**src/hdl/rt_settings.svh**
```systemverilog
`ifndef RT_SETTINGS_SVH
`define RT_SETTINGS_SVH

// ***************************************************************************
// Frame geometry

`define RT_WIDTH 8       // Pixels per row
`define RT_HEIGHT 4      // Rows per frame

// ***************************************************************************
// Scene and pipeline

`define RT_NUM_BOXES 4     // Entries in the box table
`define RT_NUM_LINKS 3     // Valid/stall links watched by the monitor

// Cycles with items waiting and nothing moving before a hang is flagged
`define RT_HANG_LIMIT 64

`endif

```
**src/hdl/rt_link_pkg.sv**
```systemverilog
`include "rt_settings.svh"

package rt_link_pkg;

	// ***********************************************************************
	// Link status

	typedef struct packed {
		logic valid;
		logic stall;     // Receiver not ready
	} link_t;

	typedef link_t [`RT_NUM_LINKS-1:0] link_vec_t;

	typedef logic [$clog2(`RT_HANG_LIMIT+1)-1:0] hang_cnt_t;    // Saturates at the limit

	// ***********************************************************************
	// Frame control

	typedef enum logic [2:0] {
		ST_IDLE,
		ST_RUN,      // Rays being issued
		ST_DRAIN,    // Waiting for the pipeline to empty
		ST_DONE,
		ST_HANG      // Sticky until reset
	} ctrl_state_t;

endpackage

```
**src/hdl/rt_scene_pkg.sv**
```systemverilog
`include "rt_settings.svh"

package rt_scene_pkg;

	typedef logic [7:0] coord_t;
	typedef logic [7:0] depth_t;     // Smaller is nearer
	typedef logic [7:0] color_t;
	typedef logic [$clog2(`RT_NUM_BOXES)-1:0] box_id_t;

	localparam color_t BG_COLOR = 8'h00;

	typedef struct packed {
		coord_t x;
		coord_t y;
		logic last;      // Final pixel of the frame
	} ray_t;

	typedef struct packed {
		coord_t x_min;
		coord_t x_max;
		coord_t y_min;
		coord_t y_max;
		depth_t z;
		color_t color;
	} box_t;

	typedef struct packed {
		ray_t ray;
		logic hit;
		depth_t depth;
		color_t color;
	} hit_t;

	typedef struct packed {
		coord_t x;
		coord_t y;
		color_t color;
		logic last;
	} pixel_t;

	// Bounds are inclusive; boxes 1 and 2 tie on z where they overlap
	localparam box_t BOX_TABLE [`RT_NUM_BOXES] = '{
		'{x_min: 8'd0, x_max: 8'd3, y_min: 8'd0, y_max: 8'd1, z: 8'd40, color: 8'h11},
		'{x_min: 8'd2, x_max: 8'd5, y_min: 8'd1, y_max: 8'd3, z: 8'd20, color: 8'h22},
		'{x_min: 8'd5, x_max: 8'd6, y_min: 8'd0, y_max: 8'd2, z: 8'd20, color: 8'h33},
		'{x_min: 8'd7, x_max: 8'd7, y_min: 8'd3, y_max: 8'd3, z: 8'd10, color: 8'h44}
	};

endpackage

```
**src/hdl/ray_gen.sv**
```systemverilog
`timescale 1ns/10ps
`include "rt_settings.svh"

module ray_gen import rt_scene_pkg::*; (
	input  logic clk,
	input  logic rst_n,
	input  logic run,
	input  logic start,
	output ray_t ray,
	output logic ray_valid,
	input  logic ray_stall,
	output logic gen_done
);

	coord_t x_cnt;
	coord_t y_cnt;
	logic last_pix;

	assign last_pix = (x_cnt == coord_t'(`RT_WIDTH - 1)) && (y_cnt == coord_t'(`RT_HEIGHT - 1));
	assign ray = '{x: x_cnt, y: y_cnt, last: last_pix};

	always_ff @(posedge clk) begin
		if (!rst_n) begin
			x_cnt <= '0;
			y_cnt <= '0;
			ray_valid <= 1'b0;
			gen_done <= 1'b0;
		end else if (start && !run && !ray_valid) begin    // New frame
			x_cnt <= '0;
			y_cnt <= '0;
			gen_done <= 1'b0;
		end else if (ray_valid) begin
			if (!ray_stall) begin
				ray_valid <= run && !last_pix;
				if (last_pix) begin
					gen_done <= 1'b1;
				end else if (x_cnt == coord_t'(`RT_WIDTH - 1)) begin
					x_cnt <= '0;
					y_cnt <= y_cnt + 1'b1;
				end else begin
					x_cnt <= x_cnt + 1'b1;
				end
			end
		end else if (run && !gen_done) begin
			ray_valid <= 1'b1;    // First ray of the frame
		end
	end

	// A stalled ray stays on the link unchanged
	a_ray_hold: assert property (@(posedge clk) disable iff (!rst_n)
		ray_valid && ray_stall |=> ray_valid && $stable(ray));

endmodule

```
**src/hdl/box_trav.sv**
```systemverilog
`timescale 1ns/10ps
`include "rt_settings.svh"

module box_trav import rt_scene_pkg::*; (
	input  logic clk,
	input  logic rst_n,
	input  ray_t ray,
	input  logic ray_valid,
	output logic ray_stall,
	output hit_t hit,
	output logic hit_valid,
	input  logic hit_stall,
	output logic busy
);

	typedef enum logic [1:0] {
		TR_IDLE,
		TR_TEST,     // One box per cycle
		TR_HOLD      // Hit on the output link
	} trav_state_t;

	localparam box_id_t LAST_BOX = box_id_t'(`RT_NUM_BOXES - 1);

	trav_state_t state;
	ray_t ray_q;
	box_id_t box_idx;
	logic best_hit;
	depth_t best_z;
	color_t best_color;
	box_t cur_box;
	logic in_box;
	logic nearer;

	// ***********************************************************************
	// Box test

	assign cur_box = BOX_TABLE[box_idx];
	assign in_box = (ray_q.x >= cur_box.x_min) && (ray_q.x <= cur_box.x_max) &&
		(ray_q.y >= cur_box.y_min) && (ray_q.y <= cur_box.y_max);
	assign nearer = in_box && (!best_hit || (cur_box.z < best_z));    // Ties keep lower index

	assign ray_stall = (state != TR_IDLE);
	assign hit_valid = (state == TR_HOLD);
	assign hit = '{ray: ray_q, hit: best_hit, depth: best_z, color: best_color};

	// ***********************************************************************
	// Control

	always_ff @(posedge clk) begin
		if (!rst_n) begin
			state <= TR_IDLE;
			busy <= 1'b0;
		end else begin
			case (state)
				TR_IDLE: begin
					if (ray_valid) begin
						state <= TR_TEST;
						busy <= 1'b1;
					end
				end
				TR_TEST: begin
					if (box_idx == LAST_BOX) state <= TR_HOLD;
				end
				TR_HOLD: begin
					if (!hit_stall) begin    // Hit leaves this cycle
						state <= TR_IDLE;
						busy <= 1'b0;
					end
				end
				default: state <= TR_IDLE;
			endcase
		end
	end

	always_ff @(posedge clk) begin
		if (state == TR_IDLE) begin
			ray_q <= ray;
			box_idx <= '0;
			best_hit <= 1'b0;
		end else if (state == TR_TEST) begin
			box_idx <= box_idx + 1'b1;
			if (nearer) begin
				best_hit <= 1'b1;
				best_z <= cur_box.z;
				best_color <= cur_box.color;
			end
		end
	end

	// One cycle per box between accepting a ray and offering its hit
	a_test_time: assert property (@(posedge clk) disable iff (!rst_n)
		ray_valid && !ray_stall |=> !hit_valid [*`RT_NUM_BOXES] ##1 hit_valid);

endmodule

```
**src/hdl/pixel_shader.sv**
```systemverilog
`timescale 1ns/10ps

module pixel_shader import rt_scene_pkg::*; (
	input  logic clk,
	input  logic rst_n,
	input  hit_t hit,
	input  logic hit_valid,
	output logic hit_stall,
	output pixel_t pix,
	output logic pix_valid,
	input  logic pix_stall
);

	color_t shade;

	// Output register frees up in the same cycle its pixel leaves
	assign hit_stall = pix_valid && pix_stall;
	assign shade = hit.hit ? hit.color : BG_COLOR;

	always_ff @(posedge clk) begin
		if (!rst_n) begin
			pix_valid <= 1'b0;
		end else if (!hit_stall) begin
			pix_valid <= hit_valid;
		end
	end

	always_ff @(posedge clk) begin
		if (hit_valid && !hit_stall) begin
			pix <= '{
				x: hit.ray.x,
				y: hit.ray.y,
				color: shade,
				last: hit.ray.last
			};
		end
	end

endmodule

```
**src/hdl/link_monitor.sv**
```systemverilog
`timescale 1ns/10ps
`include "rt_settings.svh"

module link_monitor import rt_link_pkg::*; (
	input  logic clk,
	input  logic rst_n,
	input  link_vec_t links,
	output logic any_valid,
	output logic any_move,
	output logic stuck
);

	localparam hang_cnt_t HANG_LIMIT = hang_cnt_t'(`RT_HANG_LIMIT);

	hang_cnt_t stall_cnt;

	always_comb begin
		any_valid = 1'b0;
		any_move = 1'b0;
		for (int i = 0; i < `RT_NUM_LINKS; i++) begin
			any_valid = any_valid | links[i].valid;
			any_move = any_move | (links[i].valid & ~links[i].stall);
		end
	end

	// Cycles with work pending and no transfer anywhere
	always_ff @(posedge clk) begin
		if (!rst_n) begin
			stall_cnt <= '0;
		end else if (!any_valid || any_move) begin
			stall_cnt <= '0;
		end else if (!stuck) begin
			stall_cnt <= stall_cnt + 1'b1;
		end
	end

	assign stuck = (stall_cnt == HANG_LIMIT);

endmodule

```
**src/hdl/rt_ctrl.sv**
```systemverilog
`timescale 1ns/10ps

module rt_ctrl import rt_link_pkg::*; (
	input  logic clk,
	input  logic rst_n,
	input  logic start,
	input  logic gen_done,
	input  logic busy,
	input  logic any_valid,
	input  logic stuck,
	output logic run,
	output logic frame_done,
	output logic hang
);

	ctrl_state_t state;
	ctrl_state_t state_nxt;

	always_comb begin
		state_nxt = state;
		case (state)
			ST_IDLE: begin
				if (start) state_nxt = ST_RUN;
			end
			ST_RUN: begin
				if (gen_done) state_nxt = ST_DRAIN;    // Last ray has left ray_gen
			end
			ST_DRAIN: begin
				if (!any_valid && !busy) state_nxt = ST_DONE;
			end
			ST_DONE: begin
				state_nxt = ST_IDLE;
			end
			ST_HANG: begin
				state_nxt = ST_HANG;
			end
			default: begin
				state_nxt = ST_IDLE;
			end
		endcase
		if (stuck) state_nxt = ST_HANG;    // Overrides everything
	end

	always_ff @(posedge clk) begin
		if (!rst_n) begin
			state <= ST_IDLE;
		end else begin
			state <= state_nxt;
		end
	end

	assign run = (state == ST_RUN);
	assign frame_done = (state == ST_DONE);
	assign hang = (state == ST_HANG);

	// ***********************************************************************
	// Checks

	a_done_empty: assert property (@(posedge clk) disable iff (!rst_n)
		frame_done |-> !any_valid);

endmodule

```
**src/hdl/rt_top.sv**
```systemverilog
`timescale 1ns/10ps

module rt_top import rt_scene_pkg::*, rt_link_pkg::*; (
	input  logic clk,
	input  logic rst_n,
	input  logic start,
	output pixel_t pix,
	output logic pix_valid,
	input  logic pix_stall,
	output logic frame_done,
	output logic hang
);

	ray_t ray;
	logic ray_valid;
	logic ray_stall;
	hit_t hit;
	logic hit_valid;
	logic hit_stall;
	logic gen_done;
	logic busy;
	logic run;
	logic any_valid;
	logic stuck;
	link_vec_t links;

	// ***********************************************************************
	// Link status for the monitor

	assign links[0] = '{valid: ray_valid, stall: ray_stall};
	assign links[1] = '{valid: hit_valid, stall: hit_stall};
	assign links[2] = '{valid: pix_valid, stall: pix_stall};

	ray_gen gen0 (.clk, .rst_n, .run, .start, .ray, .ray_valid, .ray_stall, .gen_done);

	box_trav trav0 (.clk, .rst_n, .ray, .ray_valid, .ray_stall, .hit, .hit_valid, .hit_stall,
		.busy);

	pixel_shader shade0 (.clk, .rst_n, .hit, .hit_valid, .hit_stall, .pix, .pix_valid,
		.pix_stall);

	link_monitor mon0 (
		.clk,
		.rst_n,
		.links,
		.any_valid,
		.any_move(),     // Only used inside the monitor
		.stuck
	);

	rt_ctrl ctrl0 (.clk, .rst_n, .start, .gen_done, .busy, .any_valid, .stuck, .run,
		.frame_done, .hang);

endmodule

```
**config.mk**
```make
export PLATFORM = sky130hd
export DESIGN_NAME = rt_top
export DESIGN_NICKNAME = d
export VERILOG_FILES = /design/src/hdl/rt_link_pkg.sv /design/src/hdl/rt_scene_pkg.sv /design/src/hdl/ray_gen.sv /design/src/hdl/box_trav.sv /design/src/hdl/pixel_shader.sv /design/src/hdl/link_monitor.sv /design/src/hdl/rt_ctrl.sv /design/src/hdl/rt_top.sv
export VERILOG_INCLUDE_DIRS = /design/src /design/src/hdl
export SDC_FILE = /design/constraint.sdc
export NUM_CORES = 1
export LEC_CHECK = 0
export BUFFER_PORTS_ARGS = -buffer_cell sky130_fd_sc_hd__buf_2
export CORE_AREA = 10 10 103 105
export CTS_BUF_LIST = sky130_fd_sc_hd__clkbuf_8
export CTS_CLUSTER_SIZE = 28
export DETAILED_ROUTE_END_ITERATION = 10
export DIE_AREA = 0 0 113 115
export GPL_ROUTABILITY_DRIVEN = 0
export PLACE_DENSITY_LB_ADDON = 0.3
export SYNTH_ARGS = -nofsm -noshare
export SYNTH_HDL_FRONTEND = slang
export SYNTH_SLANG_ARGS = --single-unit
export TNS_END_PERCENT = 100
```
**constraint.sdc**
```tcl
create_clock -name clk -period 5.72 [get_ports clk]
set_clock_uncertainty 0.15 [all_clocks]
set_input_delay 0.858 -clock clk [delete_from_list [all_inputs] [get_ports clk]]
set_output_delay 0.858 -clock clk [all_outputs]
set_load 0.005 [all_outputs]
```
---- Word-level counts from Yosys, hierarchy flattened ----
Cells that the tools add are included.
word-level totals
  bits in registers ....................... 93
  input bits .............................. 4
  word-level logic and storage cells ...... 121
operators by class
  add/subtract/negate cells ............... 4
  magnitude comparators ................... 6
  equality and inequality tests ........... 19
  mux-type cells .......................... 19
  bitwise gates (word level) .............. 14
  reduce and logical (&&, ||, !) cells .... 38
operators by type and width
  operator                                                                  count
  48-bit binary-select mux with 2-bit select                                1
  48-bit two-way mux                                                        2
  3-bit AND reduction                                                       7
  8-bit by 1-bit adder with 8-bit output (second input constant)            2
  8-bit >= comparator                                                       2
  8-bit less-or-equal comparator                                            2
  1-bit logical AND                                                         12
  3-bit two-way mux                                                         4
  3-bit one-hot mux with 4 select lines                                     1
  8-bit by 2-bit equality test with 1-bit output (second input constant)    1
  8-bit by 3-bit equality test with 1-bit output (second input constant)    1
  1-bit zero test                                                           8
  8-bit < comparator                                                        1
  8-bit two-way mux                                                         1
  2-bit inequality test (second input constant)                             4
  7-bit by 1-bit adder with 7-bit output (second input constant)            1
  7-bit equality test (second input constant)                               1
  3-bit by 2-bit equality test with 1-bit output (second input constant)    2
  2-bit two-way mux                                                         3
  3-bit by 2-bit inequality test with 1-bit output (second input constant)  2
  1-bit inverter                                                            6
  2-bit one-hot mux with 3 select lines                                     1
  2-bit OR reduction                                                        3
  1-bit two-way mux                                                         5
  other kinds (18)                                                          27

---- Logic depth before layout (Yosys ltp) ----
  depth in word-level cells ............... 10
  mapped depth ............................ 9

---- Modules after synthesis ----
Synthesis repeated with hierarchy kept, for this count alone.
second synthesis, totals
  cells, all modules ...................... 319
  area total of the unflattened synthesis .. 3757.4 µm²
modules (own cells, without submodules)
  module        times used  cells each  area each (µm²)
  box_trav      1           114         1426.4
  ray_gen       1           107         932.1
  pixel_shader  1           37          843.3
  link_monitor  1           45          394.1
  rt_ctrl       1           16          161.4

---- Worst setup path after synthesis ----
Ideal clock, no wire load.
  kind .................................... input to register
  from .................................... input pix_stall
  to ...................................... register trav0.busy
  arrival time ............................ 2222 ps
  setup slack ............................. 3233 ps
  stages .................................. 3
  buffers on the path ..................... 0
  cell sequence ........................... a21oi_1 > nor2b_1 > o21a_1
on the way
  longest elaborated chain between the ends .. 3
ends and longest elaborated chain
  element                                 RTL line            source
  start: declaration                      rt_top.sv:9         input logic pix_stall,
  1-bit logical AND                       pixel_shader.sv:17  assign hit_stall = pix_valid && pix_stall;
  2-bit inequality test (no source line)  n/a
  3-bit AND reduction (no source line)    n/a
  end signal: assignment                  box_trav.sv:52      busy <= 1'b0;
  end signal: assignment                  box_trav.sv:58      busy <= 1'b1;
  end signal: assignment                  box_trav.sv:67      busy <= 1'b0;
  end: declaration                        box_trav.sv:13      output logic busy
Every way passes these cells.
A chain may end at the register's enable or synchronous reset.

---- Worst setup path in the final report ----
  from .................................... register trav0.box_idx[0]
  to ...................................... register trav0.best_z[5], enable pin
on the way
  longest elaborated chain between the ends .. 10
  elaborated cells between the ends (all ways) .. 15
  those cells by class .................... order compare (5); mux (3); bitwise (1); reduce/logical (6)
ends and longest elaborated chain
  element                                                                       RTL line        source
  start: declaration                                                            box_trav.sv:26  box_id_t box_idx;
  start signal: assignment                                                      box_trav.sv:81  box_idx <= box_idx + 1'b1;
  2-bit inverter with 3-bit output (not written as such) (*)                    box_trav.sv:37  assign cur_box = BOX_TABLE[box_idx];
  48-bit binary-select mux with 2-bit select (*)                                box_trav.sv:37
  48-bit two-way mux (not written as such) (*) (2 in a row)                     box_trav.sv:37
  8-bit >= comparator / 8-bit less-or-equal comparator (equally long branches)  box_trav.sv:38  assign in_box = (ray_q.x >= cur_box.x_min) && (ray_q.x <= cur_box.x_max) &&
  1-bit logical AND (2 in a row)                                                box_trav.sv:38
  1-bit logical AND                                                             box_trav.sv:39  (ray_q.y >= cur_box.y_min) && (ray_q.y <= cur_box.y_max);
  1-bit logical AND (*)                                                         box_trav.sv:40  assign nearer = in_box && (!best_hit || (cur_box.z < best_z));
  3-bit AND reduction (no source line) (*)                                      n/a
  end signal: assignment                                                        box_trav.sv:84  best_z <= cur_box.z;
  end: declaration                                                              box_trav.sv:28  depth_t best_z;
Mark *: on every way between the ends. The rest lies on a longest branch, timed or not. The select of a mux whose other input is x is not followed.

==> results.cfg <==
[worst_setup_path]
cp_max_fo = 5
arrival_ns = 2.31
worst_setup_path_start_kind = flip-flop
critical_path_class = flip-flop to flip-flop
r2r_cells = 8
critPathCaptureType = flip-flop
critical_path_required_ns = 5.57

[worst_hold_path]
hold_path_depth = 0
hold_class = flip-flop to flip-flop

[clock_tree]
cts_root_buf = clkbuf_8
clk_pin_slew_worst_paths_ns = 0.07
cts_tree = yes
cts_hold_buf = 0
post_cts_buffers = 0
cts_resized = 0
ctsHtreeMaxLevel = 3
clk_path_buf_depth = 2
insertion_delay_ns = 0.34
numCtsBuffers = 9
cts.sinks = 77

[sta]
min_period_ns = 2.47
finalSetupViolations = 0
min_period_over_period = 0.431
fmax_mhz = 405
hold_violations = 0
worst_slack_ns = 3.25
worst_pin_slew_ns = 1.20
maxSlewViolCount = 0
slew_headroom = 0.203
setup-tns-final_ns = 0
rsz0062_at_grt = no

[placement]
pre_cts_ws_ns = 3.21
place_inst = 416
detailedPlacementHpwl_um = 4290
io_buffers = 29

[run_status]
status = finished clean

[yosys]
synthCells = 285
synth.avg_cell_area_sq_um = 11.7
synthFlopType = edfxtp_1
synth_seq_cells = 77
synth_area_sq_um = 3330
synth_edf_count = 42
ys_warn_count = 0
seq_area_frac_synth = 0.589
async_reset_ff_frac = 0
synth_cell_types = 44

[global_routing]
grtUsageTotal = 0.0948
grt_max_degree = 22
grt-ovfl-total = 0
grt_pass1_vias = 2065
grt_first_pass_wirelength_um = 10000
antenna_found_initial = 0

[layout]
area_growth_pct = 13.0
final_common_cell = edfxtp_1
final_layout_size_suffix_gt1_frac = 0.173
multiInputGateArea_sq_um = 1250
fin_nets = 345
final_cell_mix = 42 x edfxtp_1, 35 x dfxtp_1, 34 x nor2_1
fillers = 813
fin_cells = 432
fin_util = 0.440
seq_area_sq_um = 1960
antenna_cells = 0

[die]
die_h_um = 115
design.die.area_sq_um = 13000
start_util = 0.389
io_pins = 32
rows = 34
die_x_um = 113
core_sq_um = 8550

[power]
cellPowerDensity_nw_per_um2 = 285
peakVddDrop_v = 0.000122
leakage_nw = 1.42
finalPower_w = 0.00107

[detailed_routing]
drt-pass1-iter-count = 4
drtAntennaViolNets = 0
vias_per_cell = 4.76
wl_per_cell_um = 13.5
drt-total-wl_um = 5820
drc = 0
vias = 2058
first_iter_violations = 37

[flow_run]
maxCapViolations = 0
## where the power goes
group / total [W] / leakage [nW] / internal (W) / switching (W)
clock network: 0.000393 / 0.100 / 0.000200 / 0.000193
registers: 0.000615 / 0.704 / 0.000601 / 0.0000138
logic: 0.0000640 / 0.612 / 0.0000275 / 0.0000364
total: 0.00107 / 1.42 / 0.000828 / 0.000243
## flip-flops by register name, indices dropped and copies added (netlist names), 2 cells and up
signal	cells
gen0.x_cnt	8
trav0.hit	17
trav0.box_idx	2
trav0.state	2
trav0.best_z	2
mon0.stall_cnt	7
gen0.y_cnt	8
ctrl0.state	3
shade0.pix	20
trav0.best_color	3
## layout make-up
cell class	count	area share
multi-input combinational	185	0.334
tap	108	0.0359
timing repair buffer	31	0.0426
clock buffer	9	0.0329
inverter	15	0.0150
clock inverter	7	0.0183
sequential	77	0.522
## synthesized netlist by cell type, types with 5 or more instances
master | number | area share
edfxtp_1 | 42 | 0.38
xor2_1 | 8 | 0.021
a21oi_1 | 11 | 0.017
nand2b_1 | 6 | 0.011
inv_1 | 15 | 0.017
nand2_1 | 19 | 0.021
dfxtp_1 | 35 | 0.21
o21ai_0 | 8 | 0.012
nor3_1 | 6 | 0.0090
buf_4 | 5 | 0.011
nor2_1 | 34 | 0.038
nand4_1 | 6 | 0.011
nand3_1 | 9 | 0.014
xnor2_1 | 10 | 0.026
ha_1 | 22 | 0.083
## cell families (layout without fill, tap and decap cells)
group	Yosys count	after routing	share of synthesized area
AO/OA/AOI/OAI	29	29	0.0508
XOR/XNOR	18	18	0.0474
adder cells (fa/ha/maj)	22	22	0.0827
buffers and inverters	24	62	0.0357
flip-flops	77	77	0.589
multiplexers	3	3	0.00902
other	1	2	0.00113
AND/OR/NAND/NOR	111	111	0.184
## routing by layer
layer,part of all wire,global-route usage,vias to the layer above
li1,-,-,1058
met1,0.49,0.118,955
met2,0.44,0.147,37
met3,0.054,0.0234,8
met4,0.014,0.0533,0
met5,0,0,-
## path summary, 6_finish.rpt
kind	end	slack [ns]	startpoint
hold reg to reg	shade0.pix[0]$_DFFE_PP_	0.29	trav0.hit[17]$_DFFE_PN_
setup reg to reg	trav0.best_z[5]$_DFFE_PP_	3.25	trav0.box_idx[0]$_SDFFE_PN0P_
setup / recovery	trav0.best_z[5]$_DFFE_PP_	3.25	trav0.box_idx[0]$_SDFFE_PN0P_
hold / removal	shade0.pix[0]$_DFFE_PP_	0.29	trav0.hit[17]$_DFFE_PN_
## stage by stage
step	hold slack (ns)	instance area (sq um)
5_1_grt	0.299	3760
2_1_floorplan	0.250	3330
6_report	0.286	3760
3_5_place_dp	0.280	3570
4_1_cts	0.290	3760
3_3_place_gp	0.250	3570
## worst max-delay path: stages (launching register included)
cell	delay, ns
dfxtp_1	0.42
inv_1	0.14
ha_1	0.25
ha_1	0.29
nor2b_1	0.13
a2bb2oi_1	0.12
nor3_1	0.13
o211ai_1	0.14
nor2_1	0.36
(Power assumes the default switching activity.)
